--- config.mk ---
export PLATFORM = sky130hd
export DESIGN_NAME = hart
export DESIGN_NICKNAME = d
export VERILOG_FILES = /design/src/hart_pkg.sv /design/src/hart_ctrl_if.sv /design/src/hart_regfile.sv /design/src/hart_decode.sv /design/src/hart_execute.sv /design/src/hart_result.sv /design/src/hart.sv
export SDC_FILE = /design/constraint.sdc
export NUM_CORES = 2
export LEC_CHECK = 0
export BUFFER_PORTS_ARGS = -buffer_cell sky130_fd_sc_hd__buf_2
export CAP_MARGIN = 20
export CORE_MARGIN = 2
export CORE_UTILIZATION = 35
export CTS_CLUSTER_DIAMETER = 60
export DETAILED_ROUTE_END_ITERATION = 16
export HOLD_SLACK_MARGIN = 0.12
export MAX_ROUTING_LAYER = met4
export PLACE_DENSITY = 0.55
export SYNTH_ARGS = -nofsm -noshare
export SYNTH_HDL_FRONTEND = slang
export SYNTH_SLANG_ARGS = --single-unit
--- constraint.sdc ---
create_clock -name i_clk -period 9.75 [get_ports i_clk]
set_clock_uncertainty 0.2 [all_clocks]
set_input_delay 1.4625 -clock i_clk [delete_from_list [all_inputs] [get_ports i_clk]]
set_output_delay 1.4625 -clock i_clk [all_outputs]
set_load 0.02 [all_outputs]
--- src/hart_pkg.sv ---
`default_nettype none

package hart_pkg;

  localparam int XLEN = 32;  // data and address width of the hart

  // a data word, also used for addresses and instruction words
  typedef logic [XLEN-1:0] word_t;

  typedef logic [4:0] reg_addr_t;  // index into x0..x31

  // major opcode field, bits [6:0] of every instruction
  typedef enum logic [6:0] {
    OPC_OP     = 7'b0110011,  // register-register alu ops
    OPC_OP_IMM = 7'b0010011,  // register-immediate alu ops
    OPC_LUI    = 7'b0110111,  // load upper immediate
    OPC_AUIPC  = 7'b0010111,  // add upper immediate to pc
    OPC_JAL    = 7'b1101111,  // jump and link, pc relative
    OPC_JALR   = 7'b1100111,  // jump and link, register relative
    OPC_BRANCH = 7'b1100011,  // the six conditional branches
    OPC_LOAD   = 7'b0000011,  // only lw is carried out
    OPC_STORE  = 7'b0100011,  // only sw is carried out
    OPC_SYSTEM = 7'b1110011   // ebreak lives here, the rest is a no-op
  } opcode_e;

  // operations of the execute-stage alu
  typedef enum logic [3:0] {
    ALU_ADD,   // also used for address and jalr target math
    ALU_SUB,
    ALU_AND,
    ALU_OR,
    ALU_XOR,
    ALU_SLT,   // signed compare, result is 0 or 1
    ALU_SLTU,  // unsigned compare, result is 0 or 1
    ALU_SLL,
    ALU_SRL,
    ALU_SRA    // shift right keeping the sign bit
  } alu_op_e;

  // where the register write data comes from
  typedef enum logic [1:0] {
    WB_ALU,  // alu result, for alu ops and auipc
    WB_MEM,  // data memory read word, for lw
    WB_PC4,  // link address, for jal and jalr
    WB_IMM   // the u immediate as is, for lui
  } wb_sel_e;

  // the only system instruction the hart acts on, it halts the hart
  localparam word_t EBREAK_INST = 32'h0010_0073;

endpackage

`default_nettype wire

--- src/hart_ctrl_if.sv ---
`default_nettype none

// decoded control and operands of the instruction in flight
interface hart_ctrl_if import hart_pkg::*; ();

  opcode_e    opcode;     // major opcode, raw value kept for unknown codes
  alu_op_e    alu_op;     // what the alu does with its operands
  logic [2:0] funct3;     // raw funct3, picks the branch condition
  word_t      rs1_data;   // register file read data for rs1
  word_t      rs2_data;   // register file read data for rs2, also store data
  word_t      imm;        // immediate already built for the opcode's format
  reg_addr_t  rd_addr;    // destination register field
  logic       reg_write;  // instruction writes rd
  wb_sel_e    wb_sel;     // source of the rd write data
  logic       mem_read;   // lw
  logic       mem_write;  // sw
  logic       is_halt;    // ebreak

  // decode produces every field
  modport dec_mp (
    output opcode, alu_op, funct3, rs1_data, rs2_data, imm,
           rd_addr, reg_write, wb_sel, mem_read, mem_write, is_halt
  );

  // execute needs the operands and what to do with them
  modport exe_mp (
    input opcode, alu_op, funct3, rs1_data, rs2_data, imm, is_halt
  );

  // result drives memory and the register write
  modport res_mp (
    input rs2_data, imm, rd_addr, reg_write, wb_sel, mem_read, mem_write, is_halt
  );

endinterface

`default_nettype wire

--- src/hart_regfile.sv ---
`default_nettype none

module hart_regfile import hart_pkg::*; (
  input  logic      i_clk,
  input  logic      i_rst,
  input  reg_addr_t i_rs1_addr,  // first read port
  input  reg_addr_t i_rs2_addr,  // second read port
  output word_t     o_rs1_data,
  output word_t     o_rs2_data,
  input  reg_addr_t i_rd_addr,   // write port, x0 is dropped
  input  logic      i_rd_wen,
  input  word_t     i_rd_data
);

  // x1..x31, x0 has no storage and reads as zero
  word_t regs [1:31];

  // reads are combinational, a write shows up after the next edge
  assign o_rs1_data = (i_rs1_addr == '0) ? '0 : regs[i_rs1_addr];
  assign o_rs2_data = (i_rs2_addr == '0) ? '0 : regs[i_rs2_addr];

  always_ff @(posedge i_clk) begin
    if (i_rst) begin
      // the whole file starts at zero so programs see known values
      for (int i = 1; i < 32; i++) begin
        regs[i] <= '0;
      end
    end else if (i_rd_wen && (i_rd_addr != '0)) begin
      regs[i_rd_addr] <= i_rd_data;  // writes to x0 fall through here
    end
  end

endmodule

`default_nettype wire

--- src/hart_decode.sv ---
`default_nettype none

module hart_decode import hart_pkg::*; (
  input  word_t          i_inst,       // instruction word from imem, same cycle
  output reg_addr_t      o_rs1_addr,   // to the register file
  output reg_addr_t      o_rs2_addr,
  input  word_t          i_rs1_rdata,  // back from the register file
  input  word_t          i_rs2_rdata,
  hart_ctrl_if.dec_mp    ctrl
);

  opcode_e    opc;        // major opcode seen through the enum
  logic [2:0] funct3;
  logic       funct7_b5;  // sub/sra select, bit 30 of the word
  logic       is_word;    // funct3 says word access for load and store
  word_t      imm_i;
  word_t      imm_s;
  word_t      imm_b;
  word_t      imm_u;
  word_t      imm_j;
  alu_op_e    alu_funct;  // alu op named by funct3 and funct7
  alu_op_e    alu_op;
  wb_sel_e    wb_sel;
  word_t      imm;
  logic       reg_write;
  logic       mem_read;
  logic       mem_write;

  assign opc       = opcode_e'(i_inst[6:0]);  // unknown codes keep their raw value
  assign funct3    = i_inst[14:12];
  assign funct7_b5 = i_inst[30];
  assign is_word   = (funct3 == 3'b010);

  assign o_rs1_addr = i_inst[19:15];
  assign o_rs2_addr = i_inst[24:20];

  // immediates for each format, all sign extended from bit 31
  assign imm_i = {{20{i_inst[31]}}, i_inst[31:20]};
  assign imm_s = {{20{i_inst[31]}}, i_inst[31:25], i_inst[11:7]};
  assign imm_b = {{19{i_inst[31]}}, i_inst[31], i_inst[7], i_inst[30:25], i_inst[11:8], 1'b0};
  assign imm_u = {i_inst[31:12], 12'd0};
  assign imm_j = {{11{i_inst[31]}}, i_inst[31], i_inst[19:12], i_inst[20], i_inst[30:21], 1'b0};

  // funct3 names the op for both OP and OP_IMM
  always_comb begin
    case (funct3)
      3'b000:  alu_funct = (opc == OPC_OP && funct7_b5) ? ALU_SUB : ALU_ADD;  // addi has no sub
      3'b001:  alu_funct = ALU_SLL;
      3'b010:  alu_funct = ALU_SLT;
      3'b011:  alu_funct = ALU_SLTU;
      3'b100:  alu_funct = ALU_XOR;
      3'b101:  alu_funct = funct7_b5 ? ALU_SRA : ALU_SRL;  // srai also has bit 30 set
      3'b110:  alu_funct = ALU_OR;
      default: alu_funct = ALU_AND;
    endcase
  end

  always_comb begin
    // defaults describe a no-op, any opcode not listed below keeps them
    alu_op    = ALU_ADD;
    wb_sel    = WB_ALU;
    imm       = imm_i;
    reg_write = 1'b0;
    mem_read  = 1'b0;
    mem_write = 1'b0;
    case (opc)
      OPC_OP, OPC_OP_IMM: begin
        alu_op    = alu_funct;
        reg_write = 1'b1;
      end
      OPC_LUI: begin
        imm       = imm_u;
        wb_sel    = WB_IMM;
        reg_write = 1'b1;
      end
      OPC_AUIPC: begin
        imm       = imm_u;  // added to pc in the alu
        reg_write = 1'b1;
      end
      OPC_JAL: begin
        imm       = imm_j;
        wb_sel    = WB_PC4;
        reg_write = 1'b1;
      end
      OPC_JALR: begin
        wb_sel    = WB_PC4;  // target is rs1 + imm_i from the alu
        reg_write = 1'b1;
      end
      OPC_BRANCH: imm = imm_b;
      OPC_LOAD: begin
        wb_sel    = WB_MEM;
        reg_write = is_word;  // lb, lh and friends are dropped as no-ops
        mem_read  = is_word;
      end
      OPC_STORE: begin
        imm       = imm_s;
        mem_write = is_word;
      end
      default: ;
    endcase
  end

  // a store never writes rd, so a store can't also update the register file
  always_comb begin
    a_no_reg_and_mem_write: assert final (!(reg_write && mem_write))
      else $error("decode set both reg_write and mem_write for inst %h", i_inst);
  end

  assign ctrl.opcode    = opc;
  assign ctrl.alu_op    = alu_op;
  assign ctrl.funct3    = funct3;
  assign ctrl.rs1_data  = i_rs1_rdata;
  assign ctrl.rs2_data  = i_rs2_rdata;
  assign ctrl.imm       = imm;
  assign ctrl.rd_addr   = i_inst[11:7];
  assign ctrl.reg_write = reg_write;
  assign ctrl.wb_sel    = wb_sel;
  assign ctrl.mem_read  = mem_read;
  assign ctrl.mem_write = mem_write;
  assign ctrl.is_halt   = (i_inst == EBREAK_INST);

endmodule

`default_nettype wire

--- src/hart_execute.sv ---
`default_nettype none

module hart_execute import hart_pkg::*; #(
  parameter word_t RESET_ADDR = '0  // first fetch address, word aligned
) (
  input  logic               i_clk,
  input  logic               i_rst,
  hart_ctrl_if.exe_mp        ctrl,
  output word_t              o_pc,          // fetch address of this cycle
  output word_t              o_pc_plus4,    // link value and fall-through target
  output word_t              o_next_pc,
  output word_t              o_alu_result,
  output logic               o_retire_en    // this cycle's instruction takes effect
);

  word_t pc;
  logic  halted;     // set by a retired ebreak, cleared only by reset
  logic  retire_en;
  word_t op_a;
  word_t op_b;
  word_t alu_res;
  word_t pc_plus4;
  word_t pc_target;  // pc relative target for jal and branches
  word_t next_pc;
  logic  br_cond;

  assign retire_en = !i_rst && !halted;
  assign pc_plus4  = pc + 32'd4;
  assign pc_target = pc + ctrl.imm;

  // operand a is pc for auipc and zero for lui, operand b is rs2 only for OP
  always_comb begin
    case (ctrl.opcode)
      OPC_AUIPC: op_a = pc;
      OPC_LUI:   op_a = '0;
      default:   op_a = ctrl.rs1_data;
    endcase
    op_b = (ctrl.opcode == OPC_OP) ? ctrl.rs2_data : ctrl.imm;
  end

  always_comb begin
    case (ctrl.alu_op)
      ALU_ADD:  alu_res = op_a + op_b;
      ALU_SUB:  alu_res = op_a - op_b;
      ALU_AND:  alu_res = op_a & op_b;
      ALU_OR:   alu_res = op_a | op_b;
      ALU_XOR:  alu_res = op_a ^ op_b;
      ALU_SLT:  alu_res = {{(XLEN-1){1'b0}}, $signed(op_a) < $signed(op_b)};
      ALU_SLTU: alu_res = {{(XLEN-1){1'b0}}, op_a < op_b};
      ALU_SLL:  alu_res = op_a << op_b[4:0];  // only the low five bits shift
      ALU_SRL:  alu_res = op_a >> op_b[4:0];
      ALU_SRA:  alu_res = $signed(op_a) >>> op_b[4:0];
      default:  alu_res = op_a + op_b;
    endcase
  end

  // branch condition straight from funct3, rs1 against rs2
  always_comb begin
    case (ctrl.funct3)
      3'b000:  br_cond = (ctrl.rs1_data == ctrl.rs2_data);                  // beq
      3'b001:  br_cond = (ctrl.rs1_data != ctrl.rs2_data);                  // bne
      3'b100:  br_cond = ($signed(ctrl.rs1_data) < $signed(ctrl.rs2_data));  // blt
      3'b101:  br_cond = ($signed(ctrl.rs1_data) >= $signed(ctrl.rs2_data)); // bge
      3'b110:  br_cond = (ctrl.rs1_data < ctrl.rs2_data);                   // bltu
      3'b111:  br_cond = (ctrl.rs1_data >= ctrl.rs2_data);                  // bgeu
      default: br_cond = 1'b0;  // 010 and 011 are not branches
    endcase
  end

  always_comb begin
    case (ctrl.opcode)
      OPC_JAL:    next_pc = pc_target;
      OPC_JALR:   next_pc = {alu_res[XLEN-1:1], 1'b0};  // rs1 + imm with bit 0 cleared
      OPC_BRANCH: next_pc = br_cond ? pc_target : pc_plus4;
      default:    next_pc = pc_plus4;
    endcase
  end

  // pc and halted move together, nothing changes once halted
  always_ff @(posedge i_clk) begin
    if (i_rst) begin
      pc     <= RESET_ADDR;
      halted <= 1'b0;
    end else if (retire_en) begin
      pc     <= next_pc;
      halted <= ctrl.is_halt;  // ebreak freezes the hart from the next cycle
    end
  end

  a_pc_aligned: assert property (@(posedge i_clk) disable iff (i_rst) pc[1:0] == 2'b00)
    else $error("pc %h is not word aligned", pc);

  assign o_pc         = pc;
  assign o_pc_plus4   = pc_plus4;
  assign o_next_pc    = next_pc;
  assign o_alu_result = alu_res;
  assign o_retire_en  = retire_en;

endmodule

`default_nettype wire

--- src/hart_result.sv ---
`default_nettype none

module hart_result import hart_pkg::*; (
  hart_ctrl_if.res_mp ctrl,
  input  logic      i_retire_en,      // low in reset and once halted
  input  word_t     i_inst,
  input  word_t     i_pc,
  input  word_t     i_pc_plus4,
  input  word_t     i_next_pc,
  input  word_t     i_alu_result,     // also the data memory address
  input  word_t     i_dmem_rdata,
  output word_t     o_dmem_addr,
  output word_t     o_dmem_wdata,
  output logic      o_dmem_ren,
  output logic      o_dmem_wen,
  output reg_addr_t o_rd_waddr,       // to the register file
  output logic      o_rd_wen,
  output word_t     o_rd_wdata,
  output logic      o_retire_valid,
  output logic      o_retire_halt,
  output word_t     o_retire_inst,
  output word_t     o_retire_pc,
  output word_t     o_retire_next_pc,
  output reg_addr_t o_retire_rd_waddr,
  output word_t     o_retire_rd_wdata
);

  word_t     wb_data;
  reg_addr_t rd_waddr;

  // memory sees the address every cycle, the enables only when retiring
  assign o_dmem_addr  = i_alu_result;
  assign o_dmem_wdata = ctrl.rs2_data;  // sw stores rs2 whole
  assign o_dmem_ren   = ctrl.mem_read && i_retire_en;
  assign o_dmem_wen   = ctrl.mem_write && i_retire_en;

  always_comb begin
    case (ctrl.wb_sel)
      WB_ALU:  wb_data = i_alu_result;
      WB_MEM:  wb_data = i_dmem_rdata;  // valid since ren is high for lw
      WB_PC4:  wb_data = i_pc_plus4;
      default: wb_data = ctrl.imm;      // lui
    endcase
  end

  // the memory only takes one kind of access per cycle
  always_comb begin
    a_dmem_ren_wen_excl: assert final (!(o_dmem_ren && o_dmem_wen))
      else $error("data memory read and write enabled together at pc %h", i_pc);
  end

  assign rd_waddr   = ctrl.reg_write ? ctrl.rd_addr : '0;  // stores and branches report x0
  assign o_rd_waddr = rd_waddr;
  assign o_rd_wen   = ctrl.reg_write && i_retire_en;
  assign o_rd_wdata = wb_data;

  assign o_retire_valid    = i_retire_en;
  assign o_retire_halt     = ctrl.is_halt && i_retire_en;
  assign o_retire_inst     = i_inst;
  assign o_retire_pc       = i_pc;
  assign o_retire_next_pc  = i_next_pc;
  assign o_retire_rd_waddr = rd_waddr;
  assign o_retire_rd_wdata = wb_data;

endmodule

`default_nettype wire

--- src/hart.sv ---
`default_nettype none

module hart import hart_pkg::*; #(
  parameter word_t RESET_ADDR = 32'h0000_0000  // pc after reset
) (
  input  logic      i_clk,
  input  logic      i_rst,              // synchronous, active high
  output word_t     o_imem_raddr,       // fetch address, word aligned
  input  word_t     i_imem_rdata,       // instruction returned in the same cycle
  output word_t     o_dmem_addr,
  output logic      o_dmem_ren,         // read data comes back combinationally
  output logic      o_dmem_wen,         // write lands at the next rising edge
  output word_t     o_dmem_wdata,
  input  word_t     i_dmem_rdata,
  output logic      o_retire_valid,     // one instruction retires per cycle
  output logic      o_retire_halt,
  output word_t     o_retire_inst,
  output word_t     o_retire_pc,
  output word_t     o_retire_next_pc,
  output word_t     o_retire_rd_wdata,
  output reg_addr_t o_retire_rd_waddr   // zero when nothing is written
);

  word_t     pc;
  word_t     pc_plus4;
  word_t     next_pc;
  word_t     alu_result;
  logic      retire_en;
  reg_addr_t rs1_addr;
  reg_addr_t rs2_addr;
  word_t     rs1_rdata;
  word_t     rs2_rdata;
  reg_addr_t rd_waddr;
  logic      rd_wen;
  word_t     rd_wdata;

  hart_ctrl_if u_ctrl ();  // decode to execute and result

  assign o_imem_raddr = pc;

  hart_decode u_decode (
    .i_inst      (i_imem_rdata),
    .o_rs1_addr  (rs1_addr),
    .o_rs2_addr  (rs2_addr),
    .i_rs1_rdata (rs1_rdata),
    .i_rs2_rdata (rs2_rdata),
    .ctrl        (u_ctrl.dec_mp)
  );

  hart_regfile u_regfile (
    .i_clk      (i_clk),
    .i_rst      (i_rst),
    .i_rs1_addr (rs1_addr),
    .i_rs2_addr (rs2_addr),
    .o_rs1_data (rs1_rdata),
    .o_rs2_data (rs2_rdata),
    .i_rd_addr  (rd_waddr),
    .i_rd_wen   (rd_wen),
    .i_rd_data  (rd_wdata)
  );

  hart_execute #(
    .RESET_ADDR (RESET_ADDR)
  ) u_execute (
    .i_clk        (i_clk),
    .i_rst        (i_rst),
    .ctrl         (u_ctrl.exe_mp),
    .o_pc         (pc),
    .o_pc_plus4   (pc_plus4),
    .o_next_pc    (next_pc),
    .o_alu_result (alu_result),
    .o_retire_en  (retire_en)
  );

  hart_result u_result (
    .ctrl              (u_ctrl.res_mp),
    .i_retire_en       (retire_en),
    .i_inst            (i_imem_rdata),
    .i_pc              (pc),
    .i_pc_plus4        (pc_plus4),
    .i_next_pc         (next_pc),
    .i_alu_result      (alu_result),
    .i_dmem_rdata      (i_dmem_rdata),
    .o_dmem_addr       (o_dmem_addr),
    .o_dmem_wdata      (o_dmem_wdata),
    .o_dmem_ren        (o_dmem_ren),
    .o_dmem_wen        (o_dmem_wen),
    .o_rd_waddr        (rd_waddr),
    .o_rd_wen          (rd_wen),
    .o_rd_wdata        (rd_wdata),
    .o_retire_valid    (o_retire_valid),
    .o_retire_halt     (o_retire_halt),
    .o_retire_inst     (o_retire_inst),
    .o_retire_pc       (o_retire_pc),
    .o_retire_next_pc  (o_retire_next_pc),
    .o_retire_rd_waddr (o_retire_rd_waddr),
    .o_retire_rd_wdata (o_retire_rd_wdata)
  );

endmodule

`default_nettype wire

==> Flow_metrics.wiki <==
{| class="wikitable"
! Metric !! Value
|-
| Outcome || finished clean
|-
| Post-DRT Antenna Nets || 0
|-
| Number of violations reported at the end of detailed-routing iteration 0 || 9171
|-
| Max Cap Viol || 0
|-
| Pins Over Slew Limit || 0
|-
| Mux share of post-synthesis cell area || 0.206
|-
| Power density cells || 179 mW/mm2
|-
| Bufs on Longest Clock Path || 3
|-
| Synth top area share || 0.448
|-
| Average wire per cell in the routed design || 38.7 um
|-
| Postcts setup bufs || 0
|-
| Worst-skew pair later-pin latency || 0.80 ns
|-
| Type of the most critical hold path || reg -> reg
|-
| Routability-driven placement congestion ratio || 1.06
|-
| Via count of the first global-routing pass || 56349
|-
| Setup-failing EPs final || 0
|-
| Die height || 447 um
|-
| Sink Count || 1057
|-
| Placeable core area || 0.195 mm2
|-
| Endpoints failing hold || 0
|-
| Xor-xnor portion of the synthesized cell area || 0.0115
|-
| Syn_area_per_cell || 11.3 um2
|-
| Post-synth EDFFs || 1024
|-
| Category of the worst setup path launch point || input port
|-
| Remaining global-route overflow || 0
|-
| Arithmetic-cell share of the synthesized area counting full adders, half adders and majority gates || 0.0302
|-
| Worst-Margin Slew || 1.25 ns
|-
| CTS tree || built
|-
| Initial cell density of the core || 0.352
|-
| Final Worst Setup Slack || 0.129 ns
|-
| Critical-path maximum fanout || 10
|-
| Data required time at the worst endpoint || 8.09 ns
|-
| Most common flop cell mapped by yosys || sky130_fd_sc_hd__edfxtp_1
|-
| Total Routed Length || 363000 um
|-
| Dpl hpwl || 266000 um
|-
| Area of the multi-input gates || 0.0345 mm2
|-
| Ranking of synthesized cells by area || sky130_fd_sc_hd__edfxtp_1 45%, sky130_fd_sc_hd__mux4_2 15%, sky130_fd_sc_hd__nor2_1 6.7%
|-
| Vias per std cell || 6.41
|-
| CTS clock-pin slew for the worst setup and hold paths || 0.05 ns
|-
| Fraction of the mapped netlist area in simple logic gates || 0.124
|-
| Root buf cell || sky130_fd_sc_hd__clkbuf_16
|-
| Number of instances in the synthesized netlist || 6090
|-
| Rows || 162
|-
| Proportion of synthesized chip area in sequential cells || 0.457
|-
| Mapped Area || 0.0687 mm2
|-
| Wire length of the first global-routing pass || 490000 um
|-
| Count of port buffers added during placement || 298
|-
| Async set-reset flop share out of synthesis || 0
|-
| Largest family of logic cells by synthesized area || multiplexers
|-
| Worst setup EP type || primary output
|-
| Number of ports placed on the die boundary || 299
|-
| CTS H-Tree Depth || 3
|-
| Final total power || 0.0145 W
|-
| Max-slew headroom || 0.168
|-
| Achievable clock frequency || 104 MHz
|-
| Standard cell area after detailed placement || 0.0771 mm2
|-
| Post-route cell area || 0.0811 mm2
|-
| Maximum ir drop on the vdd rail || 0.186 mV
|-
| Hold buffer count at CTS || 0
|-
| Leakage power figure || 32.1 nW
|-
| Via total after detailed routing || 59988
|-
| Flip-flop and latch count after synthesis || 1057
|-
| Antenna violations before repair || 15
|-
| DRC Markers || 0
|-
| Largest area contributor in the synthesized netlist || sky130_fd_sc_hd__edfxtp_1
|-
| P&R area growth vs syn || 18.1%
|-
| Worst setup slack before clock tree synthesis || -0.474 ns
|-
| Pin count of the biggest net entering global routing || 69
|-
| Number of iterations in the first detailed-routing pass || 9
|-
| Setup repair after global routing missed its margin || yes
|-
| Fillers || 18664
|-
| Final period util || 0.987
|-
| Library cells used by synthesis || 102
|-
| Fraction of the mapped netlist area in compound gates || 0.118
|-
| Yosys warns || 0
|-
| Nets@finish || 6865
|-
| Number of buffers inserted during clock tree synthesis || 115
|-
| Reg area || 0.0314 mm2
|-
| Min Clock Period, post-route || 9.62 ns
|-
| Global-route usage over all layers || 0.368
|-
| Crit Path Category || in -> out
|-
| Die area || 0.200 mm2
|-
| Fraction of layout instances using a drive strength above 1 || 0.278
|-
| Die outline width || 447 um
|-
| Crit path DAT || 7.96 ns
|}
-- sequential cells by signal, indices dropped and copies added, names as in the netlist --
signal            cells
u_execute.o_pc       32
u_execute.halted      1
u_regfile.regs     1024
-- routing by layer --
layer / track usage / part of all wire
met1: 0.463 / 0.37
met2: 0.553 / 0.45
met3: 0.0723 / 0.11
met4: 0.211 / 0.073
met5: - / 0
-- Yosys cell counts (36+ instances only) --
cell type and number:
sky130_fd_sc_hd__edfxtp_1 1024, sky130_fd_sc_hd__o22ai_1 39, sky130_fd_sc_hd__inv_1 193, sky130_fd_sc_hd__buf_2 102, sky130_fd_sc_hd__a21oi_1 235, sky130_fd_sc_hd__nor2_1 1228
sky130_fd_sc_hd__mux2_2 95, sky130_fd_sc_hd__and3_1 54, sky130_fd_sc_hd__mux4_2 469, sky130_fd_sc_hd__nand3_1 114, sky130_fd_sc_hd__xnor2_1 60, sky130_fd_sc_hd__buf_1 52
sky130_fd_sc_hd__clkbuf_1 335, sky130_fd_sc_hd__a21o_1 69, sky130_fd_sc_hd__nor3_1 80, sky130_fd_sc_hd__o221ai_1 55, sky130_fd_sc_hd__o211ai_1 68, sky130_fd_sc_hd__a211oi_1 50
sky130_fd_sc_hd__mux2i_1 203, sky130_fd_sc_hd__a22oi_1 49, sky130_fd_sc_hd__o21a_1 60, sky130_fd_sc_hd__o21ai_0 169, sky130_fd_sc_hd__a221oi_1 43, sky130_fd_sc_hd__ha_1 161
sky130_fd_sc_hd__buf_4 77, sky130_fd_sc_hd__a22o_1 36, sky130_fd_sc_hd__nand2_1 401
-- worst max-delay path, stage by stage --
cell	delay, ns
sky130_fd_sc_hd__buf_2	0.23
sky130_fd_sc_hd__nor4bb_2	0.32
sky130_fd_sc_hd__buf_4	0.22
sky130_fd_sc_hd__nand2_1	0.17
sky130_fd_sc_hd__a31oi_2	0.56
sky130_fd_sc_hd__mux2i_1	0.69
sky130_fd_sc_hd__o22ai_1	0.30
sky130_fd_sc_hd__ha_1	0.37
sky130_fd_sc_hd__or3_1	0.41
sky130_fd_sc_hd__or4_1	0.50
sky130_fd_sc_hd__nor2_4	0.22
sky130_fd_sc_hd__o311ai_0	0.18
sky130_fd_sc_hd__clkdlybuf4s18_2	0.31
sky130_fd_sc_hd__a31oi_2	0.28
sky130_fd_sc_hd__o41ai_2	0.12
sky130_fd_sc_hd__buf_4	0.14
sky130_fd_sc_hd__xnor2_1	0.27
sky130_fd_sc_hd__a21oi_1	0.16
sky130_fd_sc_hd__a22oi_2	0.27
sky130_fd_sc_hd__buf_4	0.27
sky130_fd_sc_hd__a21oi_4	0.09
sky130_fd_sc_hd__buf_12	0.16
sky130_fd_sc_hd__inv_1	0.08
sky130_fd_sc_hd__buf_2	0.16
-- per-stage QoR --
step	cells	TNS, ns	hold WS, ns	util
6_report	9365	0	0.381	0.416
5_1_grt	9359	-0.0188	0.431	0.416
4_1_cts	9351	0	0.377	0.415
3_3_place_gp	9140	-2.85	0.353	0.395
3_5_place_dp	9142	-0.879	0.365	0.395
2_1_floorplan	6121	0	0.400	-
-- cells in the final DEF, fill, tap and decap left out, types with 24 or more instances in the layout --
cell type	n
sky130_fd_sc_hd__a211oi_1	49
sky130_fd_sc_hd__a21o_1	69
sky130_fd_sc_hd__a21oi_1	217
sky130_fd_sc_hd__a221oi_1	41
sky130_fd_sc_hd__a22o_1	35
sky130_fd_sc_hd__a22oi_1	48
sky130_fd_sc_hd__and2_1	24
sky130_fd_sc_hd__and3_1	53
sky130_fd_sc_hd__buf_12	51
sky130_fd_sc_hd__buf_2	291
sky130_fd_sc_hd__buf_4	634
sky130_fd_sc_hd__clkbuf_16	116
sky130_fd_sc_hd__clkinv_1	29
sky130_fd_sc_hd__conb_1	32
sky130_fd_sc_hd__dfxtp_1	33
sky130_fd_sc_hd__edfxtp_1	1024
sky130_fd_sc_hd__ha_1	160
sky130_fd_sc_hd__inv_1	191
sky130_fd_sc_hd__mux2_2	95
sky130_fd_sc_hd__mux2i_1	203
sky130_fd_sc_hd__mux4_2	469
sky130_fd_sc_hd__nand2_1	368
sky130_fd_sc_hd__nand2_2	32
sky130_fd_sc_hd__nand2b_1	29
sky130_fd_sc_hd__nand3_1	112
sky130_fd_sc_hd__nor2_1	1222
sky130_fd_sc_hd__nor2b_1	30
sky130_fd_sc_hd__nor3_1	74
sky130_fd_sc_hd__o211ai_1	68
sky130_fd_sc_hd__o21a_1	60
sky130_fd_sc_hd__o21ai_0	158
sky130_fd_sc_hd__o221ai_1	55
sky130_fd_sc_hd__o22ai_1	39
sky130_fd_sc_hd__xnor2_1	58
sky130_fd_sc_hd__xor2_1	30
-- path summary, 6_finish.rpt --
path,slack (ns),startpoint,end,cells after the start
setup / recovery,0.13,i_imem_rdata[0],o_retire_rd_wdata[28],24
hold / removal,0.38,u_execute.o_pc[16]$_SDFFE_PP0P_,u_execute.o_pc[16]$_SDFFE_PP0P_,2
setup reg to reg,2.42,u_regfile.regs[0][7]$_DFFE_PP_,u_regfile.regs[10][30]$_SDFFCE_PN0P_,25
hold reg to reg,0.38,u_execute.o_pc[16]$_SDFFE_PP0P_,u_execute.o_pc[16]$_SDFFE_PP0P_,2
-- cell type report --
cell class | count | area share
Antenna cell | 14 | 0.000432
Clock buffer | 138 | 0.0368
Clock inverter | 71 | 0.00992
Inverter | 204 | 0.00944
Multi-Input combinational cell | 4274 | 0.425
Sequential cell | 1057 | 0.387
Tap cell | 2624 | 0.0405
Timing Repair Buffer | 983 | 0.0905
-- what timing repair did --
action,in CTS,in global routing
resized for setup,11,32
setup endpoints to repair,6,41
pin swaps,0,1
-- power breakdown --
| group | internal (W) | leakage, nW | switching [W] | total [W] |
|---|---|---|---|---|
| sequential | 0.00517 | 10.8 | 0.000111 | 0.00528 |
| clock | 0.00251 | 1.82 | 0.00196 | 0.00447 |
| combinational | 0.00152 | 19.5 | 0.00322 | 0.00474 |
-- kinds of logic after synthesis --
kind of cell / after synthesis
other: 1
flip-flops: 1057
AO/OA/AOI/OAI: 1156
adder cells (fa/ha/maj): 164
XOR/XNOR: 90
multiplexers: 787
buffers and inverters: 790
AND/OR/NAND/NOR: 2045
Note: power is estimated with default switching activity, not from simulation.
